--- src/verilog/addsub_pkg.sv ---
// add/sub peripheral definitions
package addsub_pkg;

   // datapath widths
   localparam int data_w  = 32;
   localparam int slice_w = 16;   // one prefix adder slice
   localparam int addr_w  = 5;

   // register map, byte offsets
   localparam logic [addr_w-1:0] reg_op_a   = 5'h00;   // rw
   localparam logic [addr_w-1:0] reg_op_b   = 5'h04;   // rw
   localparam logic [addr_w-1:0] reg_ctrl   = 5'h08;   // wo, reads zero
   localparam logic [addr_w-1:0] reg_result = 5'h0C;   // ro
   localparam logic [addr_w-1:0] reg_flags  = 5'h10;   // ro

   // control word bits
   localparam int ctrl_sub_bit = 0;   // 1 = subtract
   localparam int ctrl_cin_bit = 1;   // carry for add, borrow for sub

   // flag register bits
   localparam int flag_carry = 0;
   localparam int flag_ovf   = 1;
   localparam int flag_zero  = 2;
   localparam int flag_neg   = 3;
   localparam int flag_w     = 4;

endpackage
--- src/verilog/apb_addsub_top.sv ---
// apb add/sub peripheral top
`timescale 1ns/1ps

module apb_addsub_top import addsub_pkg::*; (
   input  logic              clk,
   input  logic              rst,
   input  logic              psel,
   input  logic              penable,
   input  logic              pwrite,
   input  logic [addr_w-1:0] paddr,
   input  logic [data_w-1:0] pwdata,
   output logic [data_w-1:0] prdata,
   output logic              pready,
   output logic              pslverr
);

   logic [data_w-1:0] op_a;
   logic [data_w-1:0] op_b;
   logic              sub;
   logic              cin;
   logic [data_w-1:0] sum;
   logic              carry;
   logic              ovf;
   logic              zero;
   logic              neg;

   apb_addsub_regs regs_inst (
      .clk     (clk),
      .rst     (rst),
      .psel    (psel),
      .penable (penable),
      .pwrite  (pwrite),
      .paddr   (paddr),
      .pwdata  (pwdata),
      .prdata  (prdata),
      .pready  (pready),
      .pslverr (pslverr),
      .op_a    (op_a),
      .op_b    (op_b),
      .sub     (sub),
      .cin     (cin),
      .sum     (sum),
      .carry   (carry),
      .ovf     (ovf),
      .zero    (zero),
      .neg     (neg)
   );

   addsub_32 core_inst (
      .op_a  (op_a),
      .op_b  (op_b),
      .sub   (sub),
      .cin   (cin),
      .sum   (sum),
      .carry (carry),
      .ovf   (ovf),
      .zero  (zero),
      .neg   (neg)
   );

endmodule

--- src/verilog/apb_addsub_regs.sv ---
// apb register block for add/sub
`timescale 1ns/1ps

module apb_addsub_regs import addsub_pkg::*; (
   input  logic              clk,
   input  logic              rst,
   // apb slave
   input  logic              psel,
   input  logic              penable,
   input  logic              pwrite,
   input  logic [addr_w-1:0] paddr,
   input  logic [data_w-1:0] pwdata,
   output logic [data_w-1:0] prdata,
   output logic              pready,
   output logic              pslverr,
   // to core
   output logic [data_w-1:0] op_a,
   output logic [data_w-1:0] op_b,
   output logic              sub,
   output logic              cin,
   // from core
   input  logic [data_w-1:0] sum,
   input  logic              carry,
   input  logic              ovf,
   input  logic              zero,
   input  logic              neg
);

   logic              setup;       // first cycle of a transfer
   logic              wr_en;       // write in access phase
   logic              ctrl_wr;
   logic              mapped;
   logic              dec_err;
   logic [data_w-1:0] rd_mux;
   logic [data_w-1:0] result_q;
   logic [flag_w-1:0] flags_q;

   assign setup   = psel & ~penable;
   assign wr_en   = psel & penable & pwrite;
   assign ctrl_wr = wr_en && (paddr == reg_ctrl);

   assign pready = 1'b1;   // no wait states

   // operation select only during the control write
   assign sub = ctrl_wr & pwdata[ctrl_sub_bit];
   assign cin = ctrl_wr & pwdata[ctrl_cin_bit];

   assign mapped = (paddr == reg_op_a)   || (paddr == reg_op_b)  ||
                   (paddr == reg_ctrl)   || (paddr == reg_result) ||
                   (paddr == reg_flags);

   // result and flags are read-only
   assign dec_err = ~mapped ||
                    (pwrite && ((paddr == reg_result) || (paddr == reg_flags)));

   always_comb begin
      case (paddr)
         reg_op_a:   rd_mux = op_a;
         reg_op_b:   rd_mux = op_b;
         reg_result: rd_mux = result_q;
         reg_flags:  rd_mux = {{(data_w-flag_w){1'b0}}, flags_q};
         default:    rd_mux = '0;        // ctrl and unmapped
      endcase
   end

   // operand registers
   always_ff @(posedge clk) begin
      if (rst) begin
         op_a <= '0;
         op_b <= '0;
      end else if (wr_en) begin
         if (paddr == reg_op_a) op_a <= pwdata;
         if (paddr == reg_op_b) op_b <= pwdata;
      end
   end

   // result latch, closes with the ctrl write
   always_ff @(posedge clk) begin
      if (rst) begin
         result_q <= '0;
         flags_q  <= '0;
      end else if (ctrl_wr) begin
         result_q            <= sum;
         flags_q[flag_carry] <= carry;
         flags_q[flag_ovf]   <= ovf;
         flags_q[flag_zero]  <= zero;
         flags_q[flag_neg]   <= neg;
      end
   end

   // response sampled in setup, held for the access phase
   always_ff @(posedge clk) begin
      if (rst) begin
         prdata  <= '0;
         pslverr <= 1'b0;
      end else if (setup) begin
         prdata  <= pwrite ? '0 : rd_mux;
         pslverr <= dec_err;
      end else begin
         prdata  <= '0;
         pslverr <= 1'b0;
      end
   end

endmodule

--- src/verilog/addsub_32.sv ---
// 32-bit add/subtract core
`timescale 1ns/1ps

module addsub_32 import addsub_pkg::*; (
   input  logic [data_w-1:0] op_a,
   input  logic [data_w-1:0] op_b,
   input  logic              sub,
   input  logic              cin,
   output logic [data_w-1:0] sum,
   output logic              carry,
   output logic              ovf,
   output logic              zero,
   output logic              neg
);

   logic [data_w-1:0] b_eff;   // op_b after optional inversion
   logic              c_in0;   // carry into bit 0
   logic              c_mid;   // lo slice to hi slice

   assign b_eff = sub ? ~op_b : op_b;
   assign c_in0 = sub ? ~cin : cin;   // borrow becomes inverted carry

   bk_adder_16 slice_lo (
      .a    (op_a[slice_w-1:0]),
      .b    (b_eff[slice_w-1:0]),
      .cin  (c_in0),
      .sum  (sum[slice_w-1:0]),
      .cout (c_mid)
   );

   bk_adder_16 slice_hi (
      .a    (op_a[data_w-1:slice_w]),
      .b    (b_eff[data_w-1:slice_w]),
      .cin  (c_mid),
      .sum  (sum[data_w-1:slice_w]),
      .cout (carry)                  // no borrow when subtracting
   );

   // signed overflow, like signs in and a different sign out
   assign ovf = (op_a[data_w-1] == b_eff[data_w-1]) &&
                (sum[data_w-1] != op_a[data_w-1]);

   assign zero = ~|sum;
   assign neg  = sum[data_w-1];

endmodule

--- src/verilog/bk_adder_16.sv ---
// brent-kung 16-bit adder
`timescale 1ns/1ps

module bk_adder_16 import addsub_pkg::*; (
   input  logic [slice_w-1:0] a,
   input  logic [slice_w-1:0] b,
   input  logic               cin,
   output logic [slice_w-1:0] sum,
   output logic               cout
);

   logic [slice_w-1:0] p;      // bit propagate
   logic [slice_w-1:0] g;      // bit generate
   logic [slice_w-1:0] g_c;    // generate with cin folded into bit 0

   // up-sweep group terms, index k covers a span of 2, 4, 8 bits
   logic [7:0] l1_g;
   logic [7:1] l1_p;           // span 1:0 propagate never needed
   logic [3:0] l2_g;
   logic [3:1] l2_p;
   logic [1:0] l3_g;
   logic       l3_p_hi;        // span 15:8
   logic       l4_g;           // span 15:0

   // co[i] is carry out of bit i, i.e. group generate i:0
   logic [slice_w-1:0] co;

   genvar k;

   assign p = a ^ b;
   assign g = a & b;

   assign g_c[slice_w-1:1] = g[slice_w-1:1];
   assign g_c[0]           = g[0] | (p[0] & cin);

   // level 1, pairs
   generate
      for (k = 0; k < 8; k = k + 1) begin : gen_l1_g
         assign l1_g[k] = g_c[2*k+1] | (p[2*k+1] & g_c[2*k]);
      end
      for (k = 1; k < 8; k = k + 1) begin : gen_l1_p
         assign l1_p[k] = p[2*k+1] & p[2*k];
      end
   endgenerate

   // level 2, nibbles
   generate
      for (k = 0; k < 4; k = k + 1) begin : gen_l2_g
         assign l2_g[k] = l1_g[2*k+1] | (l1_p[2*k+1] & l1_g[2*k]);
      end
      for (k = 1; k < 4; k = k + 1) begin : gen_l2_p
         assign l2_p[k] = l1_p[2*k+1] & l1_p[2*k];
      end
   endgenerate

   // level 3, bytes
   assign l3_g[0] = l2_g[1] | (l2_p[1] & l2_g[0]);
   assign l3_g[1] = l2_g[3] | (l2_p[3] & l2_g[2]);
   assign l3_p_hi = l2_p[3] & l2_p[2];

   // level 4, whole slice
   assign l4_g = l3_g[1] | (l3_p_hi & l3_g[0]);

   // carries straight from the up-sweep
   assign co[0]  = g_c[0];
   assign co[1]  = l1_g[0];
   assign co[3]  = l2_g[0];
   assign co[7]  = l3_g[0];
   assign co[15] = l4_g;

   // down-sweep, odd positions
   assign co[11] = l2_g[2] | (l2_p[2] & co[7]);
   assign co[5]  = l1_g[2] | (l1_p[2] & co[3]);
   assign co[9]  = l1_g[4] | (l1_p[4] & co[7]);
   assign co[13] = l1_g[6] | (l1_p[6] & co[11]);

   // even positions need one more cell each
   generate
      for (k = 1; k < 8; k = k + 1) begin : gen_even_c
         assign co[2*k] = g[2*k] | (p[2*k] & co[2*k-1]);
      end
   endgenerate

   assign sum  = p ^ {co[slice_w-2:0], cin};
   assign cout = co[slice_w-1];

endmodule

--- config.mk ---
export PLATFORM = sky130hd
export DESIGN_NAME = apb_addsub_top
export DESIGN_NICKNAME = d
export VERILOG_FILES = /design/src/verilog/addsub_pkg.sv /design/src/verilog/apb_addsub_top.sv /design/src/verilog/apb_addsub_regs.sv /design/src/verilog/addsub_32.sv /design/src/verilog/bk_adder_16.sv
export SDC_FILE = /design/constraint.sdc
export NUM_CORES = 1
export LEC_CHECK = 0
export BUFFER_PORTS_ARGS = -buffer_cell sky130_fd_sc_hd__buf_4
export CAP_MARGIN = 20
export CORE_MARGIN = 1
export CORE_UTILIZATION = 35
export DETAILED_ROUTE_END_ITERATION = 8
export MAX_ROUTING_LAYER = met4
export PLACE_DENSITY = 0.54
export SYNTH_ARGS = -nofsm -noshare
export SYNTH_HDL_FRONTEND = slang
export SYNTH_SLANG_ARGS = --single-unit
--- constraint.sdc ---
create_clock -name clk -period 6.6 [get_ports clk]
set_clock_uncertainty 0.1 [all_clocks]
set_input_delay 0.66 -clock clk [delete_from_list [all_inputs] [get_ports clk]]
set_output_delay 0.66 -clock clk [all_outputs]
set_load 0.005 [all_outputs]
After elaboration in Yosys (flattened, before gate mapping)
Cells that the tools add are included.
Cells by class
  $mul: 0
  reductions and logical operators: 16
  add/subtract/negate cells: 0
  equal/unequal tests: 6
  mux-type cells: 3
  shift operators: 0
  bitwise operators: 146
  div/mod/pow operators: 0
  $lt $le $gt $ge: 0
Operators with widths (count)
  one-hot mux 32 bit (4 select lines): 1
  bitwise AND 1 bit: 81
  bitwise XOR 16 bit: 4
  OR 1 bit: 54
  bitwise AND 16 bit: 2
  two-way mux 32 bit: 1
  inverter 32 bit: 1
  OR reduction 32 bit: 1
  equality test 5 x 4 -> 1 bit, second input constant: 2
  logical OR 1 bit: 6
  equality test 5 x 3 -> 1 bit, second input constant: 1
  equality test 5 bit, second input constant: 1
  zero test 5 bit: 1
  inverter 1 bit: 4
  AND reduction 2 bit: 2
  logical AND 1 bit: 3
  OR reduction 3 bit: 1
  OR reduction 2 bit: 1
  equality test 1 bit: 1
  zero test 1 bit: 1
  two-way mux 1 bit: 1
  inequality test 1 bit: 1
Word-level totals
  logic and storage cells: 177
  ROM bits: 0
  bits in latches: 0
  register bits: 133
  memories kept: 0
  input bits: 42
  memory bits (writable): 0

Longest topological paths before layout
  depth in word-level cells: 33
  depth in mapped cells: 28
  mapped depth without buffers: 25

Hierarchy
Synthesis repeated with hierarchy kept, for this count alone.
Second synthesis, totals
  cell total of the unflattened synthesis: 776
  area total of the unflattened synthesis: 7689.9 um^2
Modules (own cells, without submodules)
  apb_addsub_regs: times used 1, area an instance 5930.7 um^2, cells each 578
  bk_adder_16 at core_inst.slice_hi: times used 1, area an instance 661.9 um^2, cells each 73
  bk_adder_16 at core_inst.slice_lo: times used 1, area an instance 650.6 um^2, cells each 72
  addsub_32: times used 1, area an instance 446.7 um^2, cells each 53

Worst setup path after synthesis
Ideal clock, no wire load.
  path kind: input port to flip-flop
  from: input port paddr[2]
  to: register regs_inst.flags_q[2]
  required time: 6.426 ns
  path slack: 0.368 ns
  arrival: 6.058 ns
  stages: 28
  setup time: 0.074 ns
  buffers on the path: 4
  path through: buf_2 and2b_1 and3_1 clkbuf_1 buf_2 buf_4 nand2_1 fa_1 fa_1 nor2b_1 o2111ai_1 a211oi_1 or3_1 a211o_1 fa_1 inv_1 fa_1 nor2b_1 o2111ai_1 and2_1 o21ai_0 a21boi_0 fa_1 xnor2_1 or4_1 nor3_1 nand4_1 o21ai_0
On the way
  word-level cells in the longest chain between the ends: 32
  elaborated cells between the ends (all ways): 134
  classes of those cells: eq/ne (1); mux (2); bitwise (128); reduce/logical (3)
Ends and longest elaborated chain
  start, declared: RTL line apb_addsub_top.sv:10  | input logic [addr_w-1:0] paddr,
  equality test 5 x 4 -> 1 bit *: RTL line apb_addsub_regs.sv:40  | assign ctrl_wr = wr_en && (paddr == reg_ctrl);
  logical AND 1 bit *: RTL line apb_addsub_regs.sv:40
  bitwise AND 1 bit, on equally long branches: RTL line apb_addsub_regs.sv:45, apb_addsub_regs.sv:46
  two-way mux 32 bit / inverter 1 bit (equally long branches): RTL line addsub_32.sv:20, addsub_32.sv:21
  bitwise XOR 16 bit / two-way mux 1 bit (equally long branches): RTL line bk_adder_16.sv:30, addsub_32.sv:21
  bitwise AND 1 bit: RTL line bk_adder_16.sv:34  | assign g_c[0] = g[0] | (p[0] & cin);
  OR 1 bit: RTL line bk_adder_16.sv:34
  bitwise AND 1 bit: RTL line bk_adder_16.sv:39  | assign l1_g[k] = g_c[2*k+1] | (p[2*k+1] & g_c[2*k]);
  (+16 left out)
  OR 1 bit: RTL line bk_adder_16.sv:72  | assign co[11] = l2_g[2] | (l2_p[2] & co[7]);
  bitwise AND 1 bit: RTL line bk_adder_16.sv:75  | assign co[13] = l1_g[6] | (l1_p[6] & co[11]);
  OR 1 bit: RTL line bk_adder_16.sv:75
  bitwise AND 1 bit: RTL line bk_adder_16.sv:80  | assign co[2*k] = g[2*k] | (p[2*k] & co[2*k-1]);
  OR 1 bit: RTL line bk_adder_16.sv:80
  bitwise XOR 16 bit: RTL line bk_adder_16.sv:84  | assign sum = p ^ {co[slice_w-2:0], cin};
  OR reduction 32 bit: RTL line addsub_32.sv:43  | assign zero = ~|sum;
  zero test 1 bit: RTL line addsub_32.sv:43
  end signal, assigned by index: RTL line apb_addsub_regs.sv:85  | flags_q[flag_ovf] <= ovf;
  end signal, assigned by index: RTL line apb_addsub_regs.sv:86  | flags_q[flag_zero] <= zero;
  end signal, assigned by index: RTL line apb_addsub_regs.sv:87  | flags_q[flag_neg] <= neg;
  end, declared: RTL line apb_addsub_regs.sv:36  | logic [flag_w-1:0] flags_q;
Every way passes the cells marked *; elsewhere a longest branch is shown, timed or not.
A chain may end at the register's enable or synchronous reset.

Worst setup path after layout
  from: input port paddr[4]
  to: register regs_inst.flags_q[2]
The elaborated chain is that of the path after synthesis.

==> qor.csv <==
metric,value,unit
status,completed,
grt_pass1_wl,28.28,mm
die-area,19570,sq um
yosysWarnings,0,
nets,954,
rsz0062_at_grt,no,
drive_above_1_share,14.33,%
synth.top_cell.area_share,39.70,%
postSynthAreaPerCell,8.218,sq um
remaining_drc_errors,0,
root_buffer,clkbuf_16,
ir_drop,128.3,uV
grt_pass1_vias,5346,
fp.coreArea,18640,sq um
fp.dieW,139.9,um
synth_commonest_cells,"180 x nand2_1, 132 x dfxtp_1, 124 x a21oi_1, 78 x nor2_1",
fin_total_pwr,1802,uW
critPathArrivalTime,6.31,ns
htree_levels,4,
routed_wl,17.28,mm
max_freq,164.9,MHz
detail_route.first_pass.iterations,4,
clockBufferDepth,2,
synthFlopType,dfxtp_1,
p_leak,0.003212,uW
worstMarginPinSlew,0.6921,ns
io_pins,76,
setup_violations,0,
synth_area,6656,sq um
first_iter_violations,266,
rows,50,
holdBufCountCts,0,
dpl.hpwl,11.57,mm
finalCritPeriodShare,91.87,%
clock_latency,0.42,ns
cp.required,6.85,ns
yosys-top-cells-area,"dfxtp_1 40%, nand2_1 10%, a21oi_1 9.3%, fa_1 5.4%, ha_1 5.3%",
overflow,0,
power_density,226.6,nW/um^2
routedWlPerCell,15.52,um
critPathCaptureType,flop,
antennaDiodeCount,0,
ys_seq_elements,132,
hold_class,reg2reg,
initial_core_util,35.70,%
synth.yosys.seq_area_share,39.70,%
groute.usage.overall,18.94,%
area_growth,19.45,%
vias_per_cell,4.929,
place_congestion,0.8329,
syn_inst,810,
clk_pin_slew_worst_paths,0.06,ns
postCtsSetupBuffers,0,
cts_sinks,132,
min_period,6.064,ns
cts_buffers,17,
die_y,139.9,um
antenna_found_initial,0,
path_class,in2reg,
via_count,5486,
fin_util,42.65,%
port_buffers,74,
final.fill_count,1917,
relSlewSlack,53.86,%
ys_types,46,
tns,0,ns
final_hold_viol_count,0,
ant_nets,0,
grt_max_degree,63,
cts_tree,yes,
synth_most_common_cell,nand2_1,
synth-edff-count,0,
post_cts_resized,0,
ys_async_sr_fraction,0,%
worstPathMaxFanout,6,
synth_largest_area_cell,dfxtp_1,
max_cap_violations,0,
crit_path_start_kind,input pin,
slew_violations,0,
syn_nets,898,
holdWs,0.3529,ns
==> stage by stage <==
step                      cell area [sq um]  worst slack (ns)  cells
final                                  7951            0.5364   1113
after global routing                   7951           0.03744   1113
after CTS                              7951            0.5221   1113
after detailed placement               7367           0.09217   1081
after global placement                 7367            0.2622   1081
after floorplan                        6656            0.3676    810
==> final cells by class <==
class,instances,area (sq um),area share [%]
inverters,27,101.3,1.275
multi-input cells,599,3662,46.06
repair buffers,89,668.1,8.403
clock buffers,24,511.7,6.436
flip-flops and latches,132,2643,33.23
well taps,234,292.8,3.682
clock inverters,8,72.57,0.9127
==> state kept, by name (all words and copies together) (netlist names) <==
| name | count |
|---|---|
| regs_inst.op_b | 32 |
| regs_inst.op_a | 32 |
| regs_inst.result_q | 31 |
| regs_inst.flags_q | 4 |
| regs_inst.pslverr | 1 |
| regs_inst.prdata | 32 |
==> worst paths after layout <==
check,slack [ns],from,depth (start not counted),end
max,0.54,paddr[4],26,regs_inst.flags_q[2]
min,0.35,regs_inst.result_q[16],2,regs_inst.result_q[16]
max reg2reg,1.22,regs_inst.op_b[0],22,regs_inst.flags_q[2]
min reg2reg,0.35,regs_inst.result_q[16],2,regs_inst.result_q[16]
==> metal layers <==
layer | up-vias | wire, um | track usage, %
met4 | 0 | 173 | 5.610
met3 | 12 | 612 | 3.556
met1 | 2572 | 8559 | 24.81
met5 | - | 0 | -
met2 | 107 | 7930 | 29.66
li1 | 2795 | - | -
==> worst max-delay path, cell delays in order <==
cell       delay, ns
buf_4           0.12
nor3_2          0.34
and2_1          0.20
and3_2          0.20
xnor2_1         0.08
fa_1            0.40
fa_1            0.44
nor2b_1         0.18
o2111ai_1       0.14
a211oi_1        0.26
or3_1           0.18
a211o_1         0.15
fa_1            0.17
inv_1           0.05
fa_1            0.43
nor2b_1         0.15
o2111ai_1       0.15
and2_1          0.21
o21ai_0         0.23
a21boi_0        0.17
fa_1            0.43
xnor2_1         0.16
or4_1           0.40
nor3_1          0.17
nand4_1         0.11
o21ai_0         0.14
==> cells in the final DEF, fill, tap and decap left out, types with 10 or more instances in the layout <==
cell type,n
clkbuf_16,17
fa_1,18
o21ai_0,10
ha_1,28
buf_4,89
nand2_1,180
nor2_1,78
inv_1,27
a211oi_1,18
mux2i_1,28
xnor2_1,16
dfxtp_1,132
a21oi_1,124
xor2_1,32
==> kinds of logic (layout without fill, tap and decap cells) <==
kind of cell	after synthesis	count (layout)	share of synthesized area, %
muxes	30	30	4.549
adders and majority gates	46	46	10.68
DFF	132	132	39.70
xor gates and xnor gates	48	48	6.316
buffers and inverters	79	148	5.301
and+or+nand+nor	303	303	19.15
AOI/OAI and AO/OA	171	171	14.25
other	1	1	0.05634
==> where the power goes <==
part / total [uW] / switching, uW / internal [uW] / leakage (uW)
Combinational: 70.5 / 41.9 / 28.6 / 0.00187
Sequential: 800 / 1.25 / 799 / 0.00106
Clock: 931 / 356 / 576 / 0.000284
Total: 1800 / 399 / 1400 / 0.00321
(Power assumes the default switching activity.)
